`config.mk`:
```
export PLATFORM = sky130hd
export DESIGN_NAME = mul16_pipe
export DESIGN_NICKNAME = d
export VERILOG_FILES = /design/src/source/mul_pkg.sv /design/src/source/row_pkg.sv /design/src/source/kogge_stone_adder.sv /design/src/source/mul16_pipe.sv /design/src/source/mul_combine.sv /design/src/source/pp_half_reduce.sv
export VERILOG_INCLUDE_DIRS = /design/src /design/src/source
export SDC_FILE = /design/constraint.sdc
export NUM_CORES = 1
export LEC_CHECK = 0
export BUFFER_PORTS_ARGS = -buffer_cell sky130_fd_sc_hd__buf_2
export CAP_MARGIN = 40
export CORE_MARGIN = 5
export CORE_UTILIZATION = 30
export CTS_CLUSTER_SIZE = 24
export DETAILED_ROUTE_END_ITERATION = 8
export HOLD_SLACK_MARGIN = 0.03
export PLACE_DENSITY = 0.53
export SYNTH_ARGS = -nofsm -noshare
export SYNTH_HDL_FRONTEND = slang
export SYNTH_SLANG_ARGS = --single-unit
export TNS_END_PERCENT = 1
```
`constraint.sdc`:
```
create_clock -name clk -period 4.76 [get_ports clk]
set_clock_uncertainty 0.1 [all_clocks]
set_input_delay 0.714 -clock clk [delete_from_list [all_inputs] [get_ports clk]]
set_output_delay 0.714 -clock clk [all_outputs]
set_load 0.005 [all_outputs]
```
`src/source/mul_consts.svh`:
```
`ifndef MUL_CONSTS_SVH
`define MUL_CONSTS_SVH

// operand width, both A and B
`define MUL_OPERAND_W 16

// A is handled one byte per half
`define MUL_SLICE_W 8

`define MUL_PRODUCT_W (2 * `MUL_OPERAND_W)

// one half's rows hold slice * B exactly
`define MUL_HALF_ROW_W (`MUL_SLICE_W + `MUL_OPERAND_W)

`endif

```
`src/source/mul_pkg.sv`:
```
`default_nettype none

`include "mul_consts.svh"

package mul_pkg;

    // boundary types of the multiplier
    typedef logic [`MUL_OPERAND_W-1:0] operand_t;

    typedef logic [`MUL_SLICE_W-1:0] slice_t;   // one byte of A

    typedef logic [`MUL_PRODUCT_W-1:0] product_t;

endpackage

`default_nettype wire

```
`src/source/row_pkg.sv`:
```
`default_nettype none

`include "mul_consts.svh"

package row_pkg;

    // sum or carry row leaving one half
    typedef logic [`MUL_HALF_ROW_W-1:0] half_row_t;

    // rows after alignment in the combiner
    typedef logic [`MUL_PRODUCT_W-1:0] full_row_t;

endpackage

`default_nettype wire
```
`src/source/kogge_stone_adder.sv`:
```
`timescale 1ns/1ps
`default_nettype none

module kogge_stone_adder #(
    parameter int WIDTH = 32
) (
    input  wire  [WIDTH-1:0] a,
    input  wire  [WIDTH-1:0] b,
    output logic [WIDTH-1:0] sum
);

    localparam int LEVELS = $clog2(WIDTH);

    // group generate / propagate after each prefix level
    wire [WIDTH-1:0] g_lvl [0:LEVELS];
    wire [WIDTH-1:0] p_lvl [0:LEVELS];

    assign g_lvl[0] = a & b;
    assign p_lvl[0] = a ^ b;

    genvar k;
    genvar i;
    generate
        for (k = 1; k <= LEVELS; k++) begin : g_level
            localparam int SPAN = 1 << (k - 1);

            for (i = 0; i < WIDTH; i++) begin : g_bit
                if (i < SPAN) begin : g_pass
                    // already resolved down to bit 0
                    assign g_lvl[k][i] = g_lvl[k-1][i];
                    assign p_lvl[k][i] = p_lvl[k-1][i];
                end else if (i < 2 * SPAN) begin : g_gray
                    // group reaches bit 0 here, generate only
                    assign g_lvl[k][i] = g_lvl[k-1][i]
                                       | (p_lvl[k-1][i] & g_lvl[k-1][i-SPAN]);
                    assign p_lvl[k][i] = p_lvl[k-1][i];
                end else begin : g_black
                    assign g_lvl[k][i] = g_lvl[k-1][i]
                                       | (p_lvl[k-1][i] & g_lvl[k-1][i-SPAN]);
                    assign p_lvl[k][i] = p_lvl[k-1][i] & p_lvl[k-1][i-SPAN];
                end
            end
        end
    endgenerate

    // carry into bit i is the prefix generate of bit i-1, no carry-in
    assign sum = p_lvl[0] ^ {g_lvl[LEVELS][WIDTH-2:0], 1'b0};

endmodule

`default_nettype wire

```
`src/source/mul16_pipe.sv`:
```
`timescale 1ns/1ps
`default_nettype none

module mul16_pipe
    import mul_pkg::*;
    import row_pkg::*;
(
    input  wire           clk,
    input  wire           rst,
    input  wire operand_t a,
    input  wire operand_t b,
    input  wire           in_valid,
    output product_t      product,
    output logic          out_valid
);

    operand_t a_q;
    operand_t b_q;
    logic     v1;
    logic     v2;

    slice_t a_lo;
    slice_t a_hi;

    half_row_t lo_sum;
    half_row_t lo_carry;
    half_row_t hi_sum;
    half_row_t hi_carry;

    product_t comb_product;

    // operand register, no reset on data
    always_ff @(posedge clk) begin
        a_q <= a;
        b_q <= b;
    end

    assign {a_hi, a_lo} = a_q;

    pp_half_reduce u_lo (
        .clk       (clk),
        .a_slice   (a_lo),
        .b         (b_q),
        .sum_row   (lo_sum),
        .carry_row (lo_carry)
    );

    pp_half_reduce u_hi (
        .clk       (clk),
        .a_slice   (a_hi),
        .b         (b_q),
        .sum_row   (hi_sum),
        .carry_row (hi_carry)
    );

    mul_combine u_comb (
        .lo_sum   (lo_sum),
        .lo_carry (lo_carry),
        .hi_sum   (hi_sum),
        .hi_carry (hi_carry),
        .product  (comb_product)
    );

    always_ff @(posedge clk) begin
        product <= comb_product;
    end

    // valid follows data through the three register stages
    always_ff @(posedge clk) begin
        if (rst) begin
            v1        <= 1'b0;
            v2        <= 1'b0;
            out_valid <= 1'b0;
        end else begin
            v1        <= in_valid;
            v2        <= v1;
            out_valid <= v2;
        end
    end

endmodule

`default_nettype wire

```
`src/source/mul_combine.sv`:
```
`timescale 1ns/1ps
`default_nettype none

`include "mul_consts.svh"

module mul_combine
    import mul_pkg::*;
    import row_pkg::*;
(
    input  wire half_row_t lo_sum,
    input  wire half_row_t lo_carry,
    input  wire half_row_t hi_sum,
    input  wire half_row_t hi_carry,
    output product_t       product
);

    function automatic full_row_t csa_sum(full_row_t x, full_row_t y, full_row_t z);
        return x ^ y ^ z;
    endfunction

    function automatic full_row_t csa_carry(full_row_t x, full_row_t y, full_row_t z);
        return ((x & y) | (x & z) | (y & z)) << 1;
    endfunction

    full_row_t row_lo_s;
    full_row_t row_lo_c;
    full_row_t row_hi_s;
    full_row_t row_hi_c;
    full_row_t s1;
    full_row_t c1;
    full_row_t s2;
    full_row_t c2;

    // lo rows sit at weight 1, hi rows at 2^8
    assign row_lo_s = full_row_t'(lo_sum);
    assign row_lo_c = full_row_t'(lo_carry);
    assign row_hi_s = full_row_t'(hi_sum) << `MUL_SLICE_W;
    assign row_hi_c = full_row_t'(hi_carry) << `MUL_SLICE_W;

    // four rows down to two
    assign s1 = csa_sum(row_lo_s, row_lo_c, row_hi_s);
    assign c1 = csa_carry(row_lo_s, row_lo_c, row_hi_s);
    assign s2 = csa_sum(s1, c1, row_hi_c);
    assign c2 = csa_carry(s1, c1, row_hi_c);

    kogge_stone_adder #(
        .WIDTH (`MUL_PRODUCT_W)
    ) u_ks (
        .a   (s2),
        .b   (c2),
        .sum (product)
    );

endmodule

`default_nettype wire

```
`src/source/pp_half_reduce.sv`:
```
`timescale 1ns/1ps
`default_nettype none

module pp_half_reduce
    import mul_pkg::*;
    import row_pkg::*;
(
    input  wire           clk,
    input  wire slice_t   a_slice,
    input  wire operand_t b,
    output half_row_t     sum_row,
    output half_row_t     carry_row
);

    localparam int NUM_PP = $bits(slice_t);

    // word-level 3:2 compressor
    function automatic half_row_t csa_sum(half_row_t x, half_row_t y, half_row_t z);
        return x ^ y ^ z;
    endfunction

    function automatic half_row_t csa_carry(half_row_t x, half_row_t y, half_row_t z);
        return ((x & y) | (x & z) | (y & z)) << 1;
    endfunction

    half_row_t pp [0:NUM_PP-1];

    half_row_t s1a;
    half_row_t c1a;
    half_row_t s1b;
    half_row_t c1b;
    half_row_t s2a;
    half_row_t c2a;
    half_row_t s2b;
    half_row_t c2b;
    half_row_t s3;
    half_row_t c3;
    half_row_t s4;
    half_row_t c4;

    always_comb begin
        for (int i = 0; i < NUM_PP; i++) begin
            pp[i] = a_slice[i] ? (half_row_t'(b) << i) : '0;  // b weighted by bit i
        end
    end

    // 8 rows to 6
    assign s1a = csa_sum(pp[0], pp[1], pp[2]);
    assign c1a = csa_carry(pp[0], pp[1], pp[2]);
    assign s1b = csa_sum(pp[3], pp[4], pp[5]);
    assign c1b = csa_carry(pp[3], pp[4], pp[5]);

    // 6 to 4
    assign s2a = csa_sum(s1a, c1a, s1b);
    assign c2a = csa_carry(s1a, c1a, s1b);
    assign s2b = csa_sum(c1b, pp[6], pp[7]);
    assign c2b = csa_carry(c1b, pp[6], pp[7]);

    // 4 to 3
    assign s3 = csa_sum(s2a, c2a, s2b);
    assign c3 = csa_carry(s2a, c2a, s2b);

    // 3 to 2, carry out of bit 23 is always zero
    assign s4 = csa_sum(s3, c3, c2b);
    assign c4 = csa_carry(s3, c3, c2b);

    always_ff @(posedge clk) begin
        sum_row   <= s4;
        carry_row <= c4;
    end

endmodule

`default_nettype wire

```
==> qor.csv, run 1 <==
stage,metric,value,unit
outcome,status,finished clean,
clock_tree,CTS root buf,clkbuf_16,
power_and_ir_drop,NetSw,3745,uW
sta,fin crit share,70.85,%
logic_synthesis,sequential share of the synthesized area,26.70,%
place,GPL Wtd Cong,0.7864,
critical_path,CP startpoint kind,flip-flop,
power_and_ir_drop,sequential power share,23.6,%
clock_tree,CTS Buffer Depth,2,
clock_tree,H-tree levels,4,
critical_path,WP buf/inv,0,
sta,f_max,0.2965,GHz
logic_synthesis,Syn Nets,1388,
sta,final max-slew violation count,0,
global_routing,M2 GR Usage,22.63,%
logic_synthesis,syn avg cell area,10.47,sq um
sta,pin slew with the least headroom to its limit,0.7489,ns
global_routing,grt total ovfl,0,
sta,Fin. Hold Viols,0,
critical_path,"Top cell by count, worst path",fa_1,
critical_path,CP max-delay cell,fa_1,
drt,Vias,7048,
critical_path,Worst Setup End Kind,flip-flop,
power_and_ir_drop,peak supply drop,0.0004414,V
global_routing,largest net degree at the start of global routing,17,
sta,Worst slew margin,50.01,%
drt,drt wl/cell,14.72,microns
drt,Post-DRT Antenna Nets,0,
floorplan,die area,41730,sq um
sta,Final min period,3.372,ns
sta,Finish-stage setup viols,0,
floorplan,Site Rows,71,
clock_tree,clock sink total,151,
critical_path,Setup CP Type,reg -> reg,
floorplan,IO Pins,68,
clock_tree,CTS tree,yes,
cells_and_area,layout cells sized above 1,10.13,%
logic_synthesis,"EDFF count, synth",0,
logic_synthesis,"flops & latches, synth",151,
critical_path,FF-to-FF setup slack,1.39,ns
power_and_ir_drop,Leak,0.006101,uW
run,maxcap violations,0,
power_and_ir_drop,overall power,8475,uW
place,I/O Buffers,67,
cells_and_area,Synth-to-Final Area Change,12.80,%
sta,Setup TNS,0,ns
global_routing,global-route wire length before repair,42.33,mm
critical_path,Worst Path Required,4.98,ns
clock_tree,clock latency on the worst-skew pair,0.44,ns
clock_tree,post-CTS setup buffers,0,
cells_and_area,final core occ,34.07,%
drt,via/cell ratio,4.256,
critical_path,Crit path max-delay family,adder cells,
logic_synthesis,ys async rst share,0,%
logic_synthesis,Synth Cell Area,11320,sq um
cells_and_area,Nets,1439,
critical_path,crit path cell chain,"fa_1, fa_1, ha_1, nand4_1, or3_1, a21oi_2, o31ai_2, o22ai_2, nand3_1, nor3b_2",
logic_synthesis,Synth Flop Type,dfxtp_1,
logic_synthesis,Synth Warn #,0,
drt,final WL,24.38,mm
global_routing,vias in the first global route,8228,
critical_path,CP arrival,3.59,ns
clock_tree,PostCTS Resize Cnt,0,
drt,DRC,0,
floorplan,die width,204.3,microns
clock_tree,clock slew at reported path FFs,0.07,ns
power_and_ir_drop,Clk pwr share,16.8,%
power_and_ir_drop,pwr/cell area,663.6,nW/um^2
worst_hold_path,Hold Crit Class,reg -> reg,
clock_tree,hold_buf cts,0,
global_routing,met3 Track Usage GR,2.301,%
floorplan,Initial Util,30.20,%
global_routing,GR Util met1,16.28,%
global_routing,Tot GR Track Use,12.85,%
floorplan,Die Ht,204.3,microns
power_and_ir_drop,Net Sw Frac,44.19,%
logic_synthesis,Cell variety after synth,46,
power_and_ir_drop,internal power,4730,uW
logic_synthesis,Syn Inst Count,1082,
power_and_ir_drop,Logic pwr share,59.6,%
global_routing,Top Usage Layer GRT,met2,
global_routing,initial antenna violation count,0,
floorplan,Core ar.,37490,sq um
drt,DR pass1 iterations,4,
critical_path,CP max stage delay,0.55,ns
sta,RSZ-0062 raised after global routing,no,
cells_and_area,Antenna Cells,0,
critical_path,critical-path maximum fanout,7,
clock_tree,CTS buffer count,17,
place,DP HPWL,19.41,mm
drt,Starting DRT DRC Count,267,
## power groups by stage
stage                     Combinational, uW  Clock [uW]  Sequential [uW]
after floorplan                        3750           0             1950
after global placement                 5110           0             2040
after detailed placement               5140           0             2050
after CTS                              5190        1470             2020
after global routing                   5850        1530             2060
final                                  5050        1420             2000
## synthesized netlist by cell type, types with 2 or more instances
cell,n,area [sq um]
inv_1,219,822.0
and2_1,206,1289
fa_1,200,4004
dfxtp_1,151,3023
ha_1,71,888.4
nand2_1,70,262.8
clkbuf_1,33,123.9
a21oi_1,17,85.08
xnor2_1,12,105.1
nor2_1,9,33.78
o21ai_0,9,45.04
xor2_1,9,78.83
nor2b_1,8,50.05
a21o_1,7,52.55
a21oi_2,6,52.55
nand4_1,6,37.54
o21ai_1,6,30.03
nand3_1,5,25.02
nor3_1,4,20.02
o21a_1,4,30.03
nand2b_1,3,18.77
buf_2,2,10.01
or3_1,2,12.51
## path summary, 6_finish.rpt
| check | depth (start not counted) | startpoint | endpoint |
|---|---|---|---|
| worst max-delay path | 10 | u_lo.sum_row[18]$_DFF_P_ | product[31]$_DFF_P_ |
| worst min-delay path | 0 | u_lo.sum_row[2]$_DFF_P_ | product[2]$_DFF_P_ |
| worst max register to register | 10 | u_lo.sum_row[18]$_DFF_P_ | product[31]$_DFF_P_ |
| worst min register to register | 0 | u_lo.sum_row[2]$_DFF_P_ | product[2]$_DFF_P_ |
## layout by cell type (no fill, tap or decap), types with 2 or more instances in the layout
master      count
nor3_1          4
nand4_1         6
fa_1          200
clkinvlp_4      3
a21oi_1        17
xnor2_1        12
nand2b_1        3
nor2_1          9
and2_1        206
nor2b_1         8
clkbuf_16      17
buf_2          67
nand2_1        70
or3_1           2
o21a_1          4
a21o_1          7
a21oi_2         6
bufinv_16       3
o21ai_1         6
ha_1           71
o21ai_0         9
inv_1         219
nand3_1         5
xor2_1          9
inv_6           5
dfxtp_1       151
## stage by stage
stage,hold WS (ns),cell area (sq um),setup WS [ns],cells
floorplan,0.2096,11320,1.671,1082
global placement,0.2116,12160,1.416,1625
detailed placement,0.2132,12160,1.400,1625
CTS,0.2286,12770,1.365,1656
global route,0.2340,12770,1.172,1656
finish,0.2257,12770,1.388,1656
## kinds of logic after synthesis
group / after synthesis / synth area share (%)
simple gates: 320 / 16.03
buf+inv: 254 / 8.442
compound gates: 65 / 4.000
fa+ha+maj: 271 / 43.20
flops: 151 / 26.70
xor+xnor: 21 / 1.624
## layer usage
layer | part of all wire, % | wire (microns) | vias to the layer above
met4 | 1.7 | 412 | 0
met5 | 0 | 0 | -
met2 | 50 | 12230 | 95
met1 | 45 | 11050 | 3631
met3 | 2.8 | 693 | 20
li1 | - | - | 3302
## worst register-to-register path, delay by kind of cell (launching register included)
kind	cells	cell delay [ns]
fa+ha+maj	3	1.40
flops	1	0.32
compound gates	3	0.62
simple gates	4	0.83
## area by class of cell
cell class                      instances  area [sq um]
Clock buffer                           19         442.9
Clock inverter                         12         165.2
Fill cell                            3869         24720
Inverter                              219         822.0
Multi-Input combinational cell        677          7345
Sequential cell                       151          3023
Tap cell                              511         639.4
Timing Repair Buffer                   67         335.3
## registers in the layout (all words and copies together), names as in the netlist
name / cells
a_q: 16
b_q: 16
out_valid: 1
product: 32
u_hi.carry_row: 19
u_hi.sum_row: 23
u_lo.carry_row: 19
u_lo.sum_row: 23
v1: 1
v2: 1
Note: power is estimated with default switching activity, not from simulation.
==> inputs of run 2 (changes only) <==
--- a/config.mk
+++ b/config.mk
@@ -6,6 +6,7 @@
 export SDC_FILE = /design/constraint.sdc
 export NUM_CORES = 1
 export LEC_CHECK = 0
+export ABC_AREA = 1
 export BUFFER_PORTS_ARGS = -buffer_cell sky130_fd_sc_hd__buf_2
 export CAP_MARGIN = 40
 export CORE_MARGIN = 5
@@ -13,7 +14,7 @@
 export CTS_CLUSTER_SIZE = 24
 export DETAILED_ROUTE_END_ITERATION = 8
 export HOLD_SLACK_MARGIN = 0.03
-export PLACE_DENSITY = 0.53
+export PLACE_DENSITY = 0.55
 export SYNTH_ARGS = -nofsm -noshare
 export SYNTH_HDL_FRONTEND = slang
 export SYNTH_SLANG_ARGS = --single-unit
==> constraint.sdc (replaced) <==
create_clock -name clk -period 3 [get_ports clk]
set_clock_uncertainty 0.1 [all_clocks]
set_input_delay 0.45 -clock clk [delete_from_list [all_inputs] [get_ports clk]]
set_output_delay 0.45 -clock clk [all_outputs]
set_load 0.005 [all_outputs]
==> run 2 against run 1 <==
Effect of this change:
- final area is 14% higher
- sequential power grew 56%
- sequential cell count unchanged
- combinational power up 90%
- die area grew 7.7%
- clock power up 53%
- hold slack lost 0.13 ns
- worst setup slack lost 1.3 ns
- clock-buffer cell count decreased by 2
- core utilization increased by 1.7 points
- critical path type unchanged
- largest cell class unchanged
==> qor.csv, run 2 <==
stage,metric,value,unit
outcome,status,finished clean,
clock_tree,CTS tree,yes,
logic_synthesis,Syn Nets,1828,
clock_tree,clock latency on the worst-skew pair,0.44,ns
drt,DRC,0,
global_routing,largest net degree at the start of global routing,17,
logic_synthesis,sequential share of the synthesized area,24.69,%
sta,Worst slew margin,75.76,%
clock_tree,CTS root buf,clkbuf_16,
place,DP HPWL,22.28,mm
logic_synthesis,Cell variety after synth,20,
sta,fin crit share,97.09,%
global_routing,initial antenna violation count,0,
drt,Starting DRT DRC Count,477,
critical_path,critical-path maximum fanout,8,
floorplan,Initial Util,30.12,%
power_and_ir_drop,pwr/cell area,1023,nW/um^2
logic_synthesis,Synth area leader,fa_1,
cells_and_area,final core occ,35.74,%
critical_path,Critical R2R Launch,a_q[2]$_DFF_P_,
cells_and_area,layout cells sized above 1,11.10,%
place,GPL Wtd Cong,0.8238,
logic_synthesis,syn avg cell area,8.043,sq um
floorplan,Core ar.,40650,sq um
sta,RSZ-0062 raised after global routing,yes,
clock_tree,clock sink total,151,
sta,f_max,0.3433,GHz
clock_tree,CTS Buffer Depth,2,
drt,drt wl/cell,12.34,microns
critical_path,CP startpoint kind,flip-flop,
logic_synthesis,Syn Inst Count,1522,
sta,Final min period,2.913,ns
clock_tree,CTS buffer count,17,
global_routing,vias in the first global route,9348,
critical_path,crit path cell chain,"buf_12, nand2_1, inv_1, fa_1, inv_1, fa_1, fa_1, inv_1, fa_1",
sta,Fin. Hold Viols,0,
worst_hold_path,Hold Crit Class,in -> reg,
logic_synthesis,synth cell count leaders,"inv_1 (508), nand2_1 (427), fa_1 (200)",
logic_synthesis,ys async rst share,0,%
place,I/O Buffers,67,
drt,final WL,26.79,mm
critical_path,CP max-delay cell,fa_1,
worst_hold_path,Hold Crit Start,rst,
power_and_ir_drop,Leak,0.008743,uW
logic_synthesis,Synth Cell Area,12240,sq um
run,maxcap violations,0,
critical_path,launch point of the worst path,a_q[2]$_DFF_P_,
logic_synthesis,synth top area cells,"fa_1 (33%), dfxtp_1 (25%), inv_1 (16%)",
cells_and_area,Antenna Cells,0,
sta,Finish-stage setup viols,0,
logic_synthesis,Synth Warn #,0,
floorplan,Site Rows,74,
critical_path,Worst Path Required,3.20,ns
cells_and_area,most frequent cells in the layout,"inv_1 (508), nand2_1 (427), fa_1 (199)",
logic_synthesis,"flops & latches, synth",151,
global_routing,Tot GR Track Use,13.03,%
critical_path,Worst Setup End Kind,flip-flop,
cells_and_area,largest register by flop count,product,
sta,final max-slew violation count,0,
drt,DR pass1 iterations,5,
floorplan,IO Pins,68,
drt,Post-DRT Antenna Nets,0,
global_routing,grt total ovfl,0,
drt,Vias,8711,
cells_and_area,max reg flops,32,
critical_path,Setup CP Type,reg -> reg,
sta,pin slew with the least headroom to its limit,0.3630,ns
cells_and_area,Nets,1932,
cells_and_area,Synth-to-Final Area Change,18.66,%
floorplan,die area,44950,sq um
logic_synthesis,top-area cell type share of the netlist area,32.71,%
sta,Setup TNS,0,ns
cells_and_area,"most common cell after layout, fill and taps aside",inv_1,
logic_synthesis,Synth Flop Type,dfxtp_1,
drt,via/cell ratio,4.012,
critical_path,CP max stage delay,0.53,ns
critical_path,CP arrival,3.11,ns
floorplan,die width,212.0,microns
clock_tree,H-tree levels,4,
floorplan,Die Ht,212.0,microns
logic_synthesis,"count leader, synth",inv_1,
critical_path,"Top cell by count, worst path",fa_1,
cells_and_area,biggest regs,"product: 32 flops, u_hi.sum_row: 23 flops, u_lo.sum_row: 23 flops",
clock_tree,clock slew at reported path FFs,0.07,ns
global_routing,global-route wire length before repair,47.07,mm
power_and_ir_drop,peak supply drop,0.0006007,V
logic_synthesis,"EDFF count, synth",0,
-- run 2: changes by cell type after synthesis, moves of 14 or more --
cell / delta
nand2_1: +357
nor2_1: +19
and2_1: -204
nand3_1: +14
inv_1: +289
clkbuf_1: +31
-- run 2: stage by stage --
| stage | instances | hold WS, ns | setup WS [ns] | instance area [sq um] | total power, uW |
|---|---|---|---|---|---|
| after floorplan | 1522 | 0.2096 | -0.04858 | 12250 | 9983 |
| after global placement | 2107 | 0.2106 | -0.02590 | 13570 | 12530 |
| after detailed placement | 2107 | 0.2128 | -0.06282 | 13570 | 12620 |
| after CTS | 2171 | 0.06899 | 0.009386 | 14490 | 14940 |
| after global routing | 2171 | 0.07149 | -0.02034 | 14530 | 16770 |
| final | 2171 | 0.09289 | 0.08744 | 14530 | 14850 |
-- run 2: timing repair --
action                                  4_1_cts  5_1_grt
pin swaps                                     0        4
endpoints found under the hold margin        32        0
endpoints found under the setup margin       16       34
hold buffers                                 32        0
resized for setup                             8       16
buffers inserted                              0        1
-- run 2: critical path: cells and delay by family (launching register included) --
family / cells / cell delay [ns]
buffers and inverters: 4 / 0.30
adders and majority gates: 4 / 1.96
and+or+nand+nor: 1 / 0.05
DFF: 1 / 0.37
-- run 2: cell type report --
cell class / count / area [sq um]
Timing Repair Buffer: 149 / 1219
Fill cell: 4182 / 26120
Multi-Input combinational cell: 799 / 7094
Tap cell: 532 / 665.6
Clock inverter: 15 / 165.2
Inverter: 508 / 1907
Sequential cell: 151 / 3050
Clock buffer: 17 / 425.4
-- run 2: power breakdown --
group          switching (uW)  internal [uW]
combinational            6020           3550
clock                     926           1240
sequential                324           2800
-- run 2: layer usage --
layer	wire, microns	vias to the layer above	track usage, %	part of all wire [%]
met5	0	-	0	0
met4	433	0	3.176	1.6
met3	1254	27	2.833	4.7
met2	12080	163	20.91	45
met1	13020	4175	18.09	49
li1	-	4346	-	-
-- run 2: logic make-up (layout without fill, tap and decap cells) --
group / count (synthesis) / count (layout) / share of synthesized area (%)
buffers and inverters: 572 / 689 / 17.54
xor gates and xnor gates: 14 / 14 / 1.002
DFF: 151 / 151 / 24.69
adders and majority gates: 271 / 271 / 39.96
AOI/OAI and AO/OA: 12 / 12 / 0.4906
and+or+nand+nor: 502 / 502 / 16.31
-- run 2: final timing paths --
path | end | slack, ns | cells past startpoint
min | out_valid$_SDFF_PP0_ | 0.09 | 2
max reg2reg | u_lo.sum_row[10]$_DFF_P_ | 0.09 | 9
max | u_lo.sum_row[10]$_DFF_P_ | 0.09 | 9
min reg2reg | product[3]$_DFF_P_ | 0.23 | 0
==> inputs of run 3 (changes only) <==
--- a/config.mk
+++ b/config.mk
@@ -14,7 +14,7 @@
 export CTS_CLUSTER_SIZE = 24
 export DETAILED_ROUTE_END_ITERATION = 8
 export HOLD_SLACK_MARGIN = 0.03
-export PLACE_DENSITY = 0.55
+export PLACE_DENSITY = 0.53
 export SYNTH_ARGS = -nofsm -noshare
 export SYNTH_HDL_FRONTEND = slang
 export SYNTH_SLANG_ARGS = --single-unit
==> constraint.sdc (replaced) <==
create_clock -name clk -period 2.9 [get_ports clk]
set_clock_uncertainty 0.1 [all_clocks]
set_input_delay 0.435 -clock clk [delete_from_list [all_inputs] [get_ports clk]]
set_output_delay 0.435 -clock clk [all_outputs]
set_load 0.005 [all_outputs]
==> run 3 against run 2 <==
Effect of this change:
- the run now ends with setup timing left
- sequential cell count unchanged
- combinational power rose by 7%
- hold slack worse by 0.014 ns
- core utilization is 0.51 points higher
- clock-buffer cell count up 2
- worst setup slack got worse by 0.11 ns
- via count down 0.22%
- final cell count is 0.60% higher
- die area unchanged
- sequential power rose by 4%
- largest cell class unchanged
- largest power group unchanged
- highest routed layer unchanged
==> qor.csv, run 3 (same netlist as run 2, synthesis figures left out) <==
stage,metric,value,unit
clock_tree,CTS Buffer Depth,2,
place,I/O Buffers,67,
clock_tree,CTS buffer count,17,
global_routing,largest net degree at the start of global routing,17,
sta,Worst slew margin,79.21,%
critical_path,Worst Path Required,3.12,ns
power_and_ir_drop,overall power,15780,uW
global_routing,vias in the first global route,9494,
drt,drt wl/cell,12.39,microns
critical_path,Critical R2R Launch,a_q[13]$_DFF_P_,
place,placed cell area,13640,sq um
run,maxcap violations,0,
floorplan,die width,212.0,microns
critical_path,critical-path maximum fanout,16,
clock_tree,clock latency on the worst-skew pair,0.45,ns
outcome,status,"finished, violations left",
drt,Post-DRT Antenna Nets,0,
floorplan,Initial Util,30.12,%
power_and_ir_drop,Leak,0.008790,uW
cells_and_area,Synth-to-Final Area Change,20.36,%
sta,Fin. Hold Viols,0,
clock_tree,H-tree levels,4,
sta,final max-slew violation count,0,
critical_path,launch point of the worst path,a_q[13]$_DFF_P_,
cells_and_area,"Design Area, Final",14730,sq um
sta,RSZ-0062 raised after global routing,yes,
floorplan,IO Pins,68,
cells_and_area,biggest regs,"product: 32 flops, u_hi.sum_row: 23 flops, u_lo.sum_row: 23 flops",
floorplan,Die Ht,212.0,microns
sta,worst setup margin,-0.02287,ns
outcome,violated checks,setup timing,
cells_and_area,most frequent cells in the layout,"inv_1 (506), nand2_1 (427), fa_1 (188)",
cells_and_area,max reg flops,32,
worst_hold_path,Hold Crit Class,in -> reg,
place,GPL Wtd Cong,0.8355,
drt,Starting DRT DRC Count,378,
floorplan,Site Rows,74,
cells_and_area,Antenna Cells,0,
drt,final WL,27.06,mm
critical_path,CP arrival,3.14,ns
critical_path,Setup CP Type,reg -> reg,
sta,pin slew with the least headroom to its limit,0.3118,ns
place,pre-CTS WS,-0.1509,ns
critical_path,CP startpoint kind,flip-flop,
cells_and_area,Nets,1945,
global_routing,global-route wire length before repair,47.23,mm
clock_tree,clock sink total,151,
place,placed insts,2118,
sta,fin crit share,100.8,%
cells_and_area,final core occ,36.25,%
floorplan,die area,44950,sq um
cells_and_area,"most common cell after layout, fill and taps aside",inv_1,
floorplan,Core ar.,40650,sq um
sta,Final min period,2.923,ns
sta,Finish-stage setup viols,2,
drt,Vias,8692,
cells_and_area,largest register by flop count,product,
critical_path,Worst Setup End Kind,flip-flop,
cells_and_area,layout cells sized above 1,13.56,%
clock_tree,CTS root buf,clkbuf_16,
clock_tree,clock slew at reported path FFs,0.07,ns
cells_and_area,Layout Cells excl Fill,2184,
place,DP HPWL,22.54,mm
global_routing,Tot GR Track Use,13.20,%
sta,f_max,0.3421,GHz
clock_tree,CTS tree,yes,
drt,DRC,0,
global_routing,grt total ovfl,0,
drt,DR pass1 iterations,4,
power_and_ir_drop,peak supply drop,0.0005845,V
global_routing,initial antenna violation count,0,
power_and_ir_drop,pwr/cell area,1071,nW/um^2
worst_hold_path,Hold Crit Start,rst,
drt,via/cell ratio,3.980,
-- run 3: changes by cell type in the layout (fill, tap and decap cells not counted), sizes merged --
cell / delta
buf: +13
inv: -3
clkbuf: +2
bufinv: +1
clkinv: -1
clkinvlp: +1
-- run 3: worst paths after layout --
check / to / slack, ns / cells past startpoint
setup / recovery: u_hi.sum_row[14]$_DFF_P_ / -0.02 / 9
hold / removal: v1$_SDFF_PP0_ / 0.08 / 2
setup reg to reg: u_hi.sum_row[14]$_DFF_P_ / -0.02 / 9
hold reg to reg: product[4]$_DFF_P_ / 0.23 / 0
-- run 3: metal layers --
metal / track usage, % / wire length (microns) / up-vias
met2: 21.39 / 12320 / 123
met5: 0 / 0 / -
li1: - / - / 4381
met1: 18.05 / 13310 / 4161
met3: 2.272 / 983 / 27
met4: 4.376 / 444 / 0
-- run 3: stage by stage --
step           setup TNS (ns)  hold slack, ns
2_1_floorplan        -0.08770          0.2096
3_3_place_gp           -1.684          0.2113
3_5_place_dp           -2.852          0.2144
4_1_cts              -0.03722         0.05482
5_1_grt                -1.390         0.06556
6_report             -0.03676         0.07914
-- run 3: report_power, final --
| group | internal, uW | switching, uW | total [uW] |
|---|---|---|---|
| Sequential | 2890 | 352 | 3240 |
| Clock | 1370 | 963 | 2330 |
| Combinational | 3890 | 6320 | 10200 |
| Total | 8150 | 7630 | 15800 |
-- run 3: cell type report --
class                           count  area [sq um]
Inverter                          508          1907
Timing Repair Buffer              162          1315
Fill cell                        4173         25910
Sequential cell                   151          3070
Clock buffer                       19         432.9
Clock inverter                     13         171.4
Multi-Input combinational cell    799          7172
Tap cell                          532         665.6
-- run 3: what timing repair did --
| item | in CTS | in global routing |
|---|---|---|
| setup buffers | 2 | 0 |
| endpoints found under the hold margin | 32 | 0 |
| endpoints found under the setup margin | 46 | 52 |
| resized for setup | 23 | 41 |
| hold buffers | 32 | 0 |
| pin swaps | 2 | 8 |
-- run 3: critical path, stage by stage, from the launching register on --
cell and delay [ns]:
dfxtp_2 0.33, buf_12 0.15, nand2_1 0.07, inv_1 0.05, fa_1 0.55, inv_1 0.07, fa_2 0.58, fa_1 0.40
inv_1 0.08, fa_2 0.42
